$ cat src/cmd_pkg.sv
package cmd_pkg;

  // idle cycles between the address frame and the data frame of a write
  localparam int FRAME_GAP = 5;

  // cycles from the end of the address frame until a reply must start
  localparam int RESP_TIMEOUT = 200;

  localparam int GAP_W = $clog2(FRAME_GAP);
  localparam int TMO_W = $clog2(RESP_TIMEOUT);

  typedef struct packed {
    logic       is_write;
    logic [6:0] addr;
    logic [7:0] wdata;
  } wr_cmd_t;

  typedef struct packed {
    logic       is_write;
    logic [6:0] addr;
    logic [7:0] reserved;
  } rd_cmd_t;

  // top bit selects which view is meaningful
  typedef union packed {
    wr_cmd_t wr;
    rd_cmd_t rd;
  } cmd_word_t;

  typedef struct packed {
    logic       is_read;
    logic [7:0] rdata;
    logic       parity_err;
    logic       timeout;
  } resp_t;

endpackage

$ cat src/uart_pkg.sv
package uart_pkg;

  // clock cycles per bit, kept small so simulation stays short
  localparam int BAUD_DIV = 8;

  // mid-bit sample point
  localparam int HALF_DIV = BAUD_DIV / 2;

  // start, eight data, parity, stop
  localparam int FRAME_BITS = 11;

  // bit-period counter width
  localparam int CNT_W = $clog2(BAUD_DIV);

  // bit index width across a whole frame
  localparam int IDX_W = $clog2(FRAME_BITS);

  typedef struct packed {
    logic [7:0] data;
    logic       parity_err;
  } rx_byte_t;

endpackage

$ cat src/uart_cmd_bridge.sv
module uart_cmd_bridge
  import uart_pkg::*;
  import cmd_pkg::*;
(
  input  logic      clk,
  input  logic      rst_n,
  input  cmd_word_t cmd,
  input  logic      cmd_valid,
  output logic      busy,
  output logic      done,
  output resp_t     resp,
  output logic      tx,
  input  logic      rx
);

  logic [7:0] tx_byte;
  logic       tx_start;
  logic       tx_done;
  logic       rx_enable;
  logic       rx_active;
  logic       rx_valid;
  rx_byte_t   rx_result;

  uart_cmd_ctrl u_ctrl (
    .clk       (clk),
    .rst_n     (rst_n),
    .cmd       (cmd),
    .cmd_valid (cmd_valid),
    .busy      (busy),
    .done      (done),
    .resp      (resp),
    .tx_byte   (tx_byte),
    .tx_start  (tx_start),
    .tx_done   (tx_done),
    .rx_enable (rx_enable),
    .rx_active (rx_active),
    .rx_valid  (rx_valid),
    .rx_result (rx_result)
  );

  uart_tx u_tx (
    .clk      (clk),
    .rst_n    (rst_n),
    .tx_byte  (tx_byte),
    .tx_start (tx_start),
    .tx       (tx),
    .tx_done  (tx_done)
  );

  // only listens while a read waits for its reply
  uart_rx u_rx (
    .clk       (clk),
    .rst_n     (rst_n),
    .rx        (rx),
    .rx_enable (rx_enable),
    .rx_active (rx_active),
    .rx_valid  (rx_valid),
    .rx_result (rx_result)
  );

endmodule

$ cat src/uart_cmd_ctrl.sv
module uart_cmd_ctrl
  import uart_pkg::*;
  import cmd_pkg::*;
(
  input  logic       clk,
  input  logic       rst_n,
  input  cmd_word_t  cmd,
  input  logic       cmd_valid,
  output logic       busy,
  output logic       done,
  output resp_t      resp,
  output logic [7:0] tx_byte,
  output logic       tx_start,
  input  logic       tx_done,
  output logic       rx_enable,
  input  logic       rx_active,
  input  logic       rx_valid,
  input  rx_byte_t   rx_result
);

  typedef enum logic [2:0] {
    S_IDLE,
    S_ADDR,
    S_GAP,
    S_DATA,
    S_WAIT,
    S_RECV,
    S_FINISH
  } state_t;

  state_t           state;
  cmd_word_t        cmd_q;
  logic             launch;
  logic [GAP_W-1:0] gap_cnt;
  logic [TMO_W-1:0] tmo_cnt;
  logic             accept;
  logic             gap_end;
  logic             tmo_hit;

  // finish is the done cycle, busy is already low there
  assign busy      = (state != S_IDLE) && (state != S_FINISH);
  assign done      = (state == S_FINISH);
  assign accept    = cmd_valid && !busy;
  assign rx_enable = (state == S_WAIT) || (state == S_RECV);
  assign gap_end   = (state == S_GAP) && (gap_cnt == GAP_W'(FRAME_GAP - 1));
  assign tmo_hit   = (state == S_WAIT) && !rx_active &&
                     (tmo_cnt == TMO_W'(RESP_TIMEOUT - 1));

  // header byte is laid out the same in both views
  assign tx_byte = (state == S_GAP || state == S_DATA) ? cmd_q.wr.wdata :
                   {cmd_q.rd.is_write, cmd_q.rd.addr};

  always_ff @(posedge clk or negedge rst_n)
  begin
    if (!rst_n)
    begin
      state    <= S_IDLE;
      launch   <= 1'b0;
      tx_start <= 1'b0;
      gap_cnt  <= '0;
      tmo_cnt  <= '0;
    end
    else
    begin
      tx_start <= 1'b0;
      launch   <= 1'b0;
      case (state)
        S_IDLE, S_FINISH:
        begin
          if (accept)
          begin
            state  <= S_ADDR;
            launch <= 1'b1;
          end
          else
          begin
            state <= S_IDLE;
          end
        end
        S_ADDR:
        begin
          if (launch)
          begin
            tx_start <= 1'b1;
          end
          if (tx_done)
          begin
            if (cmd_q.wr.is_write)
            begin
              state   <= S_GAP;
              // counts cycles since tx_done
              gap_cnt <= GAP_W'(1);
            end
            else
            begin
              state   <= S_WAIT;
              tmo_cnt <= '0;
            end
          end
        end
        S_GAP:
        begin
          if (gap_end)
          begin
            state    <= S_DATA;
            tx_start <= 1'b1;
          end
          else
          begin
            gap_cnt <= gap_cnt + 1'b1;
          end
        end
        S_DATA:
        begin
          if (tx_done)
          begin
            state <= S_FINISH;
          end
        end
        S_WAIT:
        begin
          if (rx_active)
          begin
            state <= S_RECV;
          end
          else if (tmo_hit)
          begin
            state <= S_FINISH;
          end
          else
          begin
            tmo_cnt <= tmo_cnt + 1'b1;
          end
        end
        S_RECV:
        begin
          if (rx_valid)
          begin
            state <= S_FINISH;
          end
        end
        default:
        begin
          state <= S_IDLE;
        end
      endcase
    end
  end

  always_ff @(posedge clk)
  begin
    if (accept)
    begin
      cmd_q <= cmd;
    end
    if (state == S_DATA && tx_done)
    begin
      resp <= '0;
    end
    else if (tmo_hit)
    begin
      resp <= '{is_read: 1'b1, rdata: 8'h00, parity_err: 1'b0, timeout: 1'b1};
    end
    else if (state == S_RECV && rx_valid)
    begin
      resp <= '{is_read:    1'b1,
                rdata:      rx_result.data,
                parity_err: rx_result.parity_err,
                timeout:    1'b0};
    end
  end

endmodule

$ cat src/uart_rx.sv
module uart_rx
  import uart_pkg::*;
(
  input  logic     clk,
  input  logic     rst_n,
  input  logic     rx,
  input  logic     rx_enable,
  output logic     rx_active,
  output logic     rx_valid,
  output rx_byte_t rx_result
);

  typedef enum logic [2:0] {
    R_IDLE,
    R_START,
    R_DATA,
    R_PARITY,
    R_STOP
  } rx_state_t;

  rx_state_t        state;
  logic [2:0]       sync;
  logic             rx_s;
  logic             fall;
  logic             sample;
  logic [CNT_W-1:0] baud_cnt;
  logic [2:0]       bit_idx;
  logic [7:0]       data_sh;
  logic             parity_bit;

  // sync[1] is the synchronized line, sync[2] its previous value
  assign rx_s   = sync[1];
  assign fall   = sync[2] & ~sync[1];
  assign sample = (baud_cnt == CNT_W'(BAUD_DIV - 1));

  always_ff @(posedge clk or negedge rst_n)
  begin
    if (!rst_n)
    begin
      sync <= '1;
    end
    else
    begin
      sync <= {sync[1:0], rx};
    end
  end

  always_ff @(posedge clk or negedge rst_n)
  begin
    if (!rst_n)
    begin
      state     <= R_IDLE;
      baud_cnt  <= '0;
      bit_idx   <= '0;
      rx_active <= 1'b0;
      rx_valid  <= 1'b0;
    end
    else
    begin
      rx_valid <= 1'b0;
      if (!rx_enable)
      begin
        state     <= R_IDLE;
        baud_cnt  <= '0;
        rx_active <= 1'b0;
      end
      else
      begin
        case (state)
          R_IDLE:
          begin
            if (fall)
            begin
              state    <= R_START;
              baud_cnt <= '0;
            end
          end
          R_START:
          begin
            if (baud_cnt == CNT_W'(HALF_DIV - 1))
            begin
              baud_cnt <= '0;
              // a line back high by mid-bit was only a glitch
              if (!rx_s)
              begin
                state     <= R_DATA;
                bit_idx   <= '0;
                rx_active <= 1'b1;
              end
              else
              begin
                state <= R_IDLE;
              end
            end
            else
            begin
              baud_cnt <= baud_cnt + 1'b1;
            end
          end
          R_DATA:
          begin
            if (sample)
            begin
              baud_cnt <= '0;
              if (bit_idx == 3'd7)
              begin
                state <= R_PARITY;
              end
              else
              begin
                bit_idx <= bit_idx + 1'b1;
              end
            end
            else
            begin
              baud_cnt <= baud_cnt + 1'b1;
            end
          end
          R_PARITY:
          begin
            if (sample)
            begin
              baud_cnt <= '0;
              state    <= R_STOP;
            end
            else
            begin
              baud_cnt <= baud_cnt + 1'b1;
            end
          end
          R_STOP:
          begin
            if (sample)
            begin
              baud_cnt  <= '0;
              state     <= R_IDLE;
              rx_active <= 1'b0;
              rx_valid  <= 1'b1;
            end
            else
            begin
              baud_cnt <= baud_cnt + 1'b1;
            end
          end
          default:
          begin
            state <= R_IDLE;
          end
        endcase
      end
    end
  end

  always_ff @(posedge clk)
  begin
    if (rx_enable && sample)
    begin
      case (state)
        R_DATA:
        begin
          data_sh <= {rx_s, data_sh[7:1]};
        end
        R_PARITY:
        begin
          parity_bit <= rx_s;
        end
        R_STOP:
        begin
          rx_result.data       <= data_sh;
          // even ones count or a low stop bit
          rx_result.parity_err <= ~(^{data_sh, parity_bit}) | ~rx_s;
        end
        default:
        begin
          parity_bit <= parity_bit;
        end
      endcase
    end
  end

endmodule

$ cat src/uart_tx.sv
module uart_tx
  import uart_pkg::*;
(
  input  logic       clk,
  input  logic       rst_n,
  input  logic [7:0] tx_byte,
  input  logic       tx_start,
  output logic       tx,
  output logic       tx_done
);

  logic                  active;
  logic [CNT_W-1:0]      baud_cnt;
  logic [IDX_W-1:0]      bit_idx;
  logic [FRAME_BITS-1:0] shreg;
  logic                  parity;
  logic                  bit_end;
  logic                  last_bit;

  // odd parity: data plus parity bit carry an odd number of ones
  assign parity   = ~^tx_byte;
  assign bit_end  = (baud_cnt == CNT_W'(BAUD_DIV - 1));
  assign last_bit = (bit_idx == IDX_W'(FRAME_BITS - 1));

  // bit 0 of the shift register is the line, idle fills it with ones
  assign tx      = shreg[0];
  assign tx_done = active && bit_end && last_bit;

  always_ff @(posedge clk or negedge rst_n)
  begin
    if (!rst_n)
    begin
      active   <= 1'b0;
      baud_cnt <= '0;
      bit_idx  <= '0;
      shreg    <= '1;
    end
    else if (!active)
    begin
      if (tx_start)
      begin
        active   <= 1'b1;
        baud_cnt <= '0;
        bit_idx  <= '0;
        // stop, parity, data lsb first, start
        shreg    <= {1'b1, parity, tx_byte, 1'b0};
      end
    end
    else if (bit_end)
    begin
      baud_cnt <= '0;
      shreg    <= {1'b1, shreg[FRAME_BITS-1:1]};
      if (last_bit)
      begin
        active <= 1'b0;
      end
      else
      begin
        bit_idx <= bit_idx + 1'b1;
      end
    end
    else
    begin
      baud_cnt <= baud_cnt + 1'b1;
    end
  end

endmodule
$ cat config.mk
export PLATFORM = sky130hd
export DESIGN_NAME = uart_cmd_bridge
export DESIGN_NICKNAME = d
export VERILOG_FILES = /design/src/cmd_pkg.sv /design/src/uart_pkg.sv /design/src/uart_cmd_bridge.sv /design/src/uart_cmd_ctrl.sv /design/src/uart_rx.sv /design/src/uart_tx.sv
export SDC_FILE = /design/constraint.sdc
export NUM_CORES = 1
export LEC_CHECK = 0
export ABC_AREA = 0
export BUFFER_PORTS_ARGS = -buffer_cell sky130_fd_sc_hd__buf_2
export CORE_MARGIN = 2
export CORE_UTILIZATION = 45
export CTS_CLUSTER_DIAMETER = 150
export DETAILED_ROUTE_END_ITERATION = 7
export GPL_ROUTABILITY_DRIVEN = 0
export PLACE_DENSITY_LB_ADDON = 0.08
export SLEW_MARGIN = 20
export SYNTH_ARGS = -nofsm -noshare
export SYNTH_HDL_FRONTEND = slang
export SYNTH_SLANG_ARGS = --single-unit
$ cat constraint.sdc
create_clock -name clk -period 3.6 [get_ports clk]
set_input_delay 0 -clock clk [delete_from_list [all_inputs] [get_ports clk]]
set_output_delay 0 -clock clk [all_outputs]
set_load 0.01 [all_outputs]
==> run metrics <==
result of the run finished, final reports clean; initial antenna violation count 0; via count roughly 3,000; Clk Tree Root Cell sky130_fd_sc_hd__clkbuf_8; setup skew after layout roughly 0.012 ns; slowest stage delay, CP 0.76 ns; area occupied by multi-input gates approximately 0.0018 mm²; Reg-to-Reg Start u_ctrl.state[2]$_DFFE_PN0P_; CP top delay family simple AND/OR/NAND/NOR gates; Max Fclk ~0.42 GHz; ratio of cells with drive above 1 in the final layout 0.167; Setup-failing EPs final 0; critical path cell sequence inv_1, nor2_1, nand2_1, nor3_1; insertion delay of the later-clocked pin in the worst-skew pair around 0.36 ns; DRC Markers 0; Routed WL roughly 8200 µm; RSZ-0062 raised after global routing no; number of max-cap violations 0; die width between 100 and 150 µm; Top-Level Pins 34; arrival time reported for the critical path endpoint 2.36 ns; type of destination of the critical path flop; die span in y around 100 µm; cell area power density approximately 440 mW/mm²; type of the worst setup path flop to flop; initial detailed-routing violation count roughly 110; proportion of netlist area held by the largest area contributor 0.234; Stages on worst setup path 4; number of flops mapped to enable cells by yosys 34; final hold violation count 0; Net Count, Synth 434; post-route standard cell area excluding fillers 0.00499 mm²; critical-path cell with the highest stage delay sky130_fd_sc_hd__nor3_1; number of nets still failing antenna checks after routing 0; max-slew violations 0; count of buffer and inverter cells on the critical path 1; share of synthesized area occupied by flip-flops and latches 0.564; predominant post-synthesis flop cell sky130_fd_sc_hd__dfrtp_1; Worst Slack Setup Final roughly 1.2 ns; global route overflow 0; global-route wire length before repair 13,600 µm; critical path data required time approximately 3.6 ns; share of synthesized registers carrying an async set or reset 0.516; final cell utilization of the core 0.535; amount of wire on met3 after detailed routing between 200 and 250 µm; post-synthesis average cell area 10.9 µm²; total die area approximately 0.010 mm²; r2r endpoint u_rx.data_sh[4]$_DFFE_PP_; number of instances in the synthesized netlist ~400; startpoint type of the worst setup path flop; Syn. warnings 0; sum of routed wire segments on met1 4230 µm; clock tree from TritonCTS built; synthesis-to-finish area growth 14.6%; wire length per cell approximately 14 µm; number of distinct library cells after synthesis 52; worst setup slack before clock tree synthesis 1.17 ns; overall global routing resource usage 0.169; minimum clock period between 2 and 2.5 ns; antenna diode count 0; vias per cell roughly 5.1; top sig layer met4; clock-pin slew of the registers on the worst-case setup and hold paths 0.09 ns; maximum buffer depth of the clock tree 2; register bit count reported by yosys 93; HPWL Detailed between 5000 and 6000 µm; total core area approximately 0.0093 mm²; # nets final ~480; worst max-slew margin expressed relative to the limit 0.352; combined flip-flop and latch cell area ~0.0025 mm²; cell depth of the worst flop-to-flop path 4; cell area after synthesis between 0.004 and 0.005 mm²; fill count 844; H-tree depth 3; Tcrit/Tclk final 0.662; IO buf count 33; post-synthesis cell type with the largest combined area sky130_fd_sc_hd__edfxtp_1; largest vdd supply drop 0.000227 V; cell types occupying the most area after synthesis sky130_fd_sc_hd__edfxtp_1, sky130_fd_sc_hd__dfrtp_1, sky130_fd_sc_hd__dfstp_2, sky130_fd_sc_hd__nand2_1, sky130_fd_sc_hd__dfxtp_1; number of buffers created by CTS 9; maximum number of pins on one net before global-route repair 29; setup tns final 0 ns; worst-path maximum fanout 13; static leakage 2.02 nW; internal reg-to-reg setup slack between 1 and 1.5 ns; crit path from u_ctrl.state[2]$_DFFE_PN0P_; critical path capture point u_rx.data_sh[4]$_DFFE_PP_; row count 35; worst slew pin tran ~0.97 ns; TritonCTS sink count 93; cell area after placement 0.00464 mm²; Hold WC Path Type input port to async pin; met2 routed WL between 3000 and 4000 µm; Pre-Repair DR Iteration Count 4; Initial Utilization 0.467; vias in the first global route between 2,000 and 3,000
-- metrics by stage --
step           total power [mW]  hold slack (ns)  std cells
4_1_cts                    2.23            0.142        584
6_report                   2.20            0.132        584
3_5_place_dp               1.57          0.00577        550
5_1_grt                    2.32            0.186        584
3_3_place_gp               1.57         -0.00327        550
2_1_floorplan              1.49           -0.296        401
-- state kept, by name, summed over array words and instances, names as in the netlist, 3 cells and up --
| signal | cells |
|---|---|
| u_ctrl.cmd_q | 16 |
| u_ctrl.resp | 11 |
| u_tx.shreg | 10 |
| u_rx.rx_result | 9 |
| u_ctrl.tmo_cnt | 8 |
| u_rx.data_sh | 8 |
| u_tx.bit_idx | 4 |
| u_ctrl.gap_cnt | 3 |
| u_ctrl.state | 3 |
| u_rx.baud_cnt | 3 |
| u_rx.bit_idx | 3 |
| u_rx.state | 3 |
| u_rx.sync | 3 |
| u_tx.baud_cnt | 3 |
-- cells by family (layout without fill, tap and decap cells) --
logic type	Yosys count	in the layout	share of synthesized area
compound gates	76	76	0.114
xor+xnor	25	25	0.0503
fa+ha+maj	13	13	0.0373
buf+inv	24	78	0.0221
flops	93	93	0.564
mux	19	19	0.0462
simple gates	151	151	0.166
-- cell type report --
cell class              instances  share of cell area
repair buffers                 53              0.0722
flip-flops and latches         93               0.493
clock inverters                 5             0.00677
multi-input cells             284               0.361
well taps                     129              0.0323
inverters                       9             0.00677
clock buffers                  11              0.0283
-- worst register-to-register path: stages (launching register included) --
cell and delay (ns):
sky130_fd_sc_hd__dfrtp_1 0.54, sky130_fd_sc_hd__inv_1 0.17, sky130_fd_sc_hd__nor2_1 0.38, sky130_fd_sc_hd__nand2_1 0.16
sky130_fd_sc_hd__nor3_1 0.76
-- where the power goes --
part | leakage (nW) | switching (mW) | internal (mW)
clock | 0.0902 | 0.363 | 0.271
combinational | 0.927 | 0.130 | 0.150
sequential | 1.00 | 0.0804 | 1.20
total | 2.02 | 0.573 | 1.62
-- worst min path at each step --
stage / end / start / slack (ns) / cells past startpoint
floorplan: u_ctrl.gap_cnt[0]$_DFFE_PN0P_ / rst_n / -0.30 / 0
global placement: u_ctrl.tmo_cnt[6]$_DFFE_PN0P_ / rst_n / -0.003 / 1
detailed placement: u_ctrl.tmo_cnt[5]$_DFFE_PN0P_ / rst_n / 0.006 / 1
CTS: u_ctrl.tmo_cnt[5]$_DFFE_PN0P_ / rst_n / 0.14 / 2
global route: u_ctrl.tmo_cnt[7]$_DFFE_PN0P_ / rst_n / 0.19 / 2
finish: u_ctrl.tmo_cnt[7]$_DFFE_PN0P_ / rst_n / 0.13 / 2
-- per-layer routing --
| metal | up-vias | GRT usage |
|---|---|---|
| met3 | 9 | 0.0308 |
| met1 | 1392 | 0.248 |
| met2 | 42 | 0.247 |
| met4 | 0 | 0.0687 |
| li1 | 1516 | - |
| met5 | - | 0 |
-- what timing repair did --
action	4_1_cts	5_1_grt
buffers inserted	0	0
hold buffers	18	0
gates resized for setup	0	0
endpoints found under the hold margin	37	0
endpoints found under the setup margin	0	0
-- synth_stat cells, types with 6 or more instances --
cell type                   n
sky130_fd_sc_hd__nor2b_1    6
sky130_fd_sc_hd__nor3_1     9
sky130_fd_sc_hd__o21ai_0   22
sky130_fd_sc_hd__dfstp_2   13
sky130_fd_sc_hd__nor2_1    25
sky130_fd_sc_hd__nand3_1   14
sky130_fd_sc_hd__ha_1      13
sky130_fd_sc_hd__xnor2_1   21
sky130_fd_sc_hd__mux2_2     8
sky130_fd_sc_hd__o22a_1     6
sky130_fd_sc_hd__mux2i_1   10
sky130_fd_sc_hd__dfxtp_1   11
sky130_fd_sc_hd__inv_1      9
sky130_fd_sc_hd__edfxtp_1  34
sky130_fd_sc_hd__nand2_1   66
sky130_fd_sc_hd__dfrtp_1   35
sky130_fd_sc_hd__a21oi_1   16
sky130_fd_sc_hd__clkbuf_1  10
-- placed cells by master (no fill, tap or decap), types with 4 or more instances in the layout --
| cell | Yosys | final |
|---|---|---|
| sky130_fd_sc_hd__and3_1 | 4 | 4 |
| sky130_fd_sc_hd__dlygate4sd3_1 | 0 | 18 |
| sky130_fd_sc_hd__and2_1 | 5 | 5 |
| sky130_fd_sc_hd__o21ai_0 | 22 | 22 |
| sky130_fd_sc_hd__inv_1 | 9 | 9 |
| sky130_fd_sc_hd__nor3_1 | 9 | 9 |
| sky130_fd_sc_hd__xor2_1 | 4 | 4 |
| sky130_fd_sc_hd__edfxtp_1 | 34 | 34 |
| sky130_fd_sc_hd__o21ai_1 | 4 | 4 |
| sky130_fd_sc_hd__nor2_1 | 25 | 25 |
| sky130_fd_sc_hd__xnor2_1 | 21 | 21 |
| sky130_fd_sc_hd__a22o_1 | 5 | 5 |
| sky130_fd_sc_hd__nand2b_1 | 5 | 5 |
| sky130_fd_sc_hd__dfxtp_1 | 11 | 11 |
| sky130_fd_sc_hd__mux2i_1 | 10 | 10 |
| sky130_fd_sc_hd__nand3_1 | 14 | 14 |
| sky130_fd_sc_hd__ha_1 | 13 | 13 |
| sky130_fd_sc_hd__dfstp_2 | 13 | 13 |
| sky130_fd_sc_hd__dfrtp_1 | 35 | 35 |
| sky130_fd_sc_hd__clkbuf_8 | 0 | 10 |
| sky130_fd_sc_hd__nand2_1 | 66 | 66 |
| sky130_fd_sc_hd__o31ai_1 | 5 | 5 |
| sky130_fd_sc_hd__o22a_1 | 6 | 6 |
| sky130_fd_sc_hd__a21oi_1 | 16 | 16 |
| sky130_fd_sc_hd__mux2_2 | 8 | 8 |
| sky130_fd_sc_hd__buf_2 | 5 | 33 |
| sky130_fd_sc_hd__nor2b_1 | 6 | 6 |
| sky130_fd_sc_hd__a31oi_1 | 4 | 4 |
(Power assumes the default switching activity.)
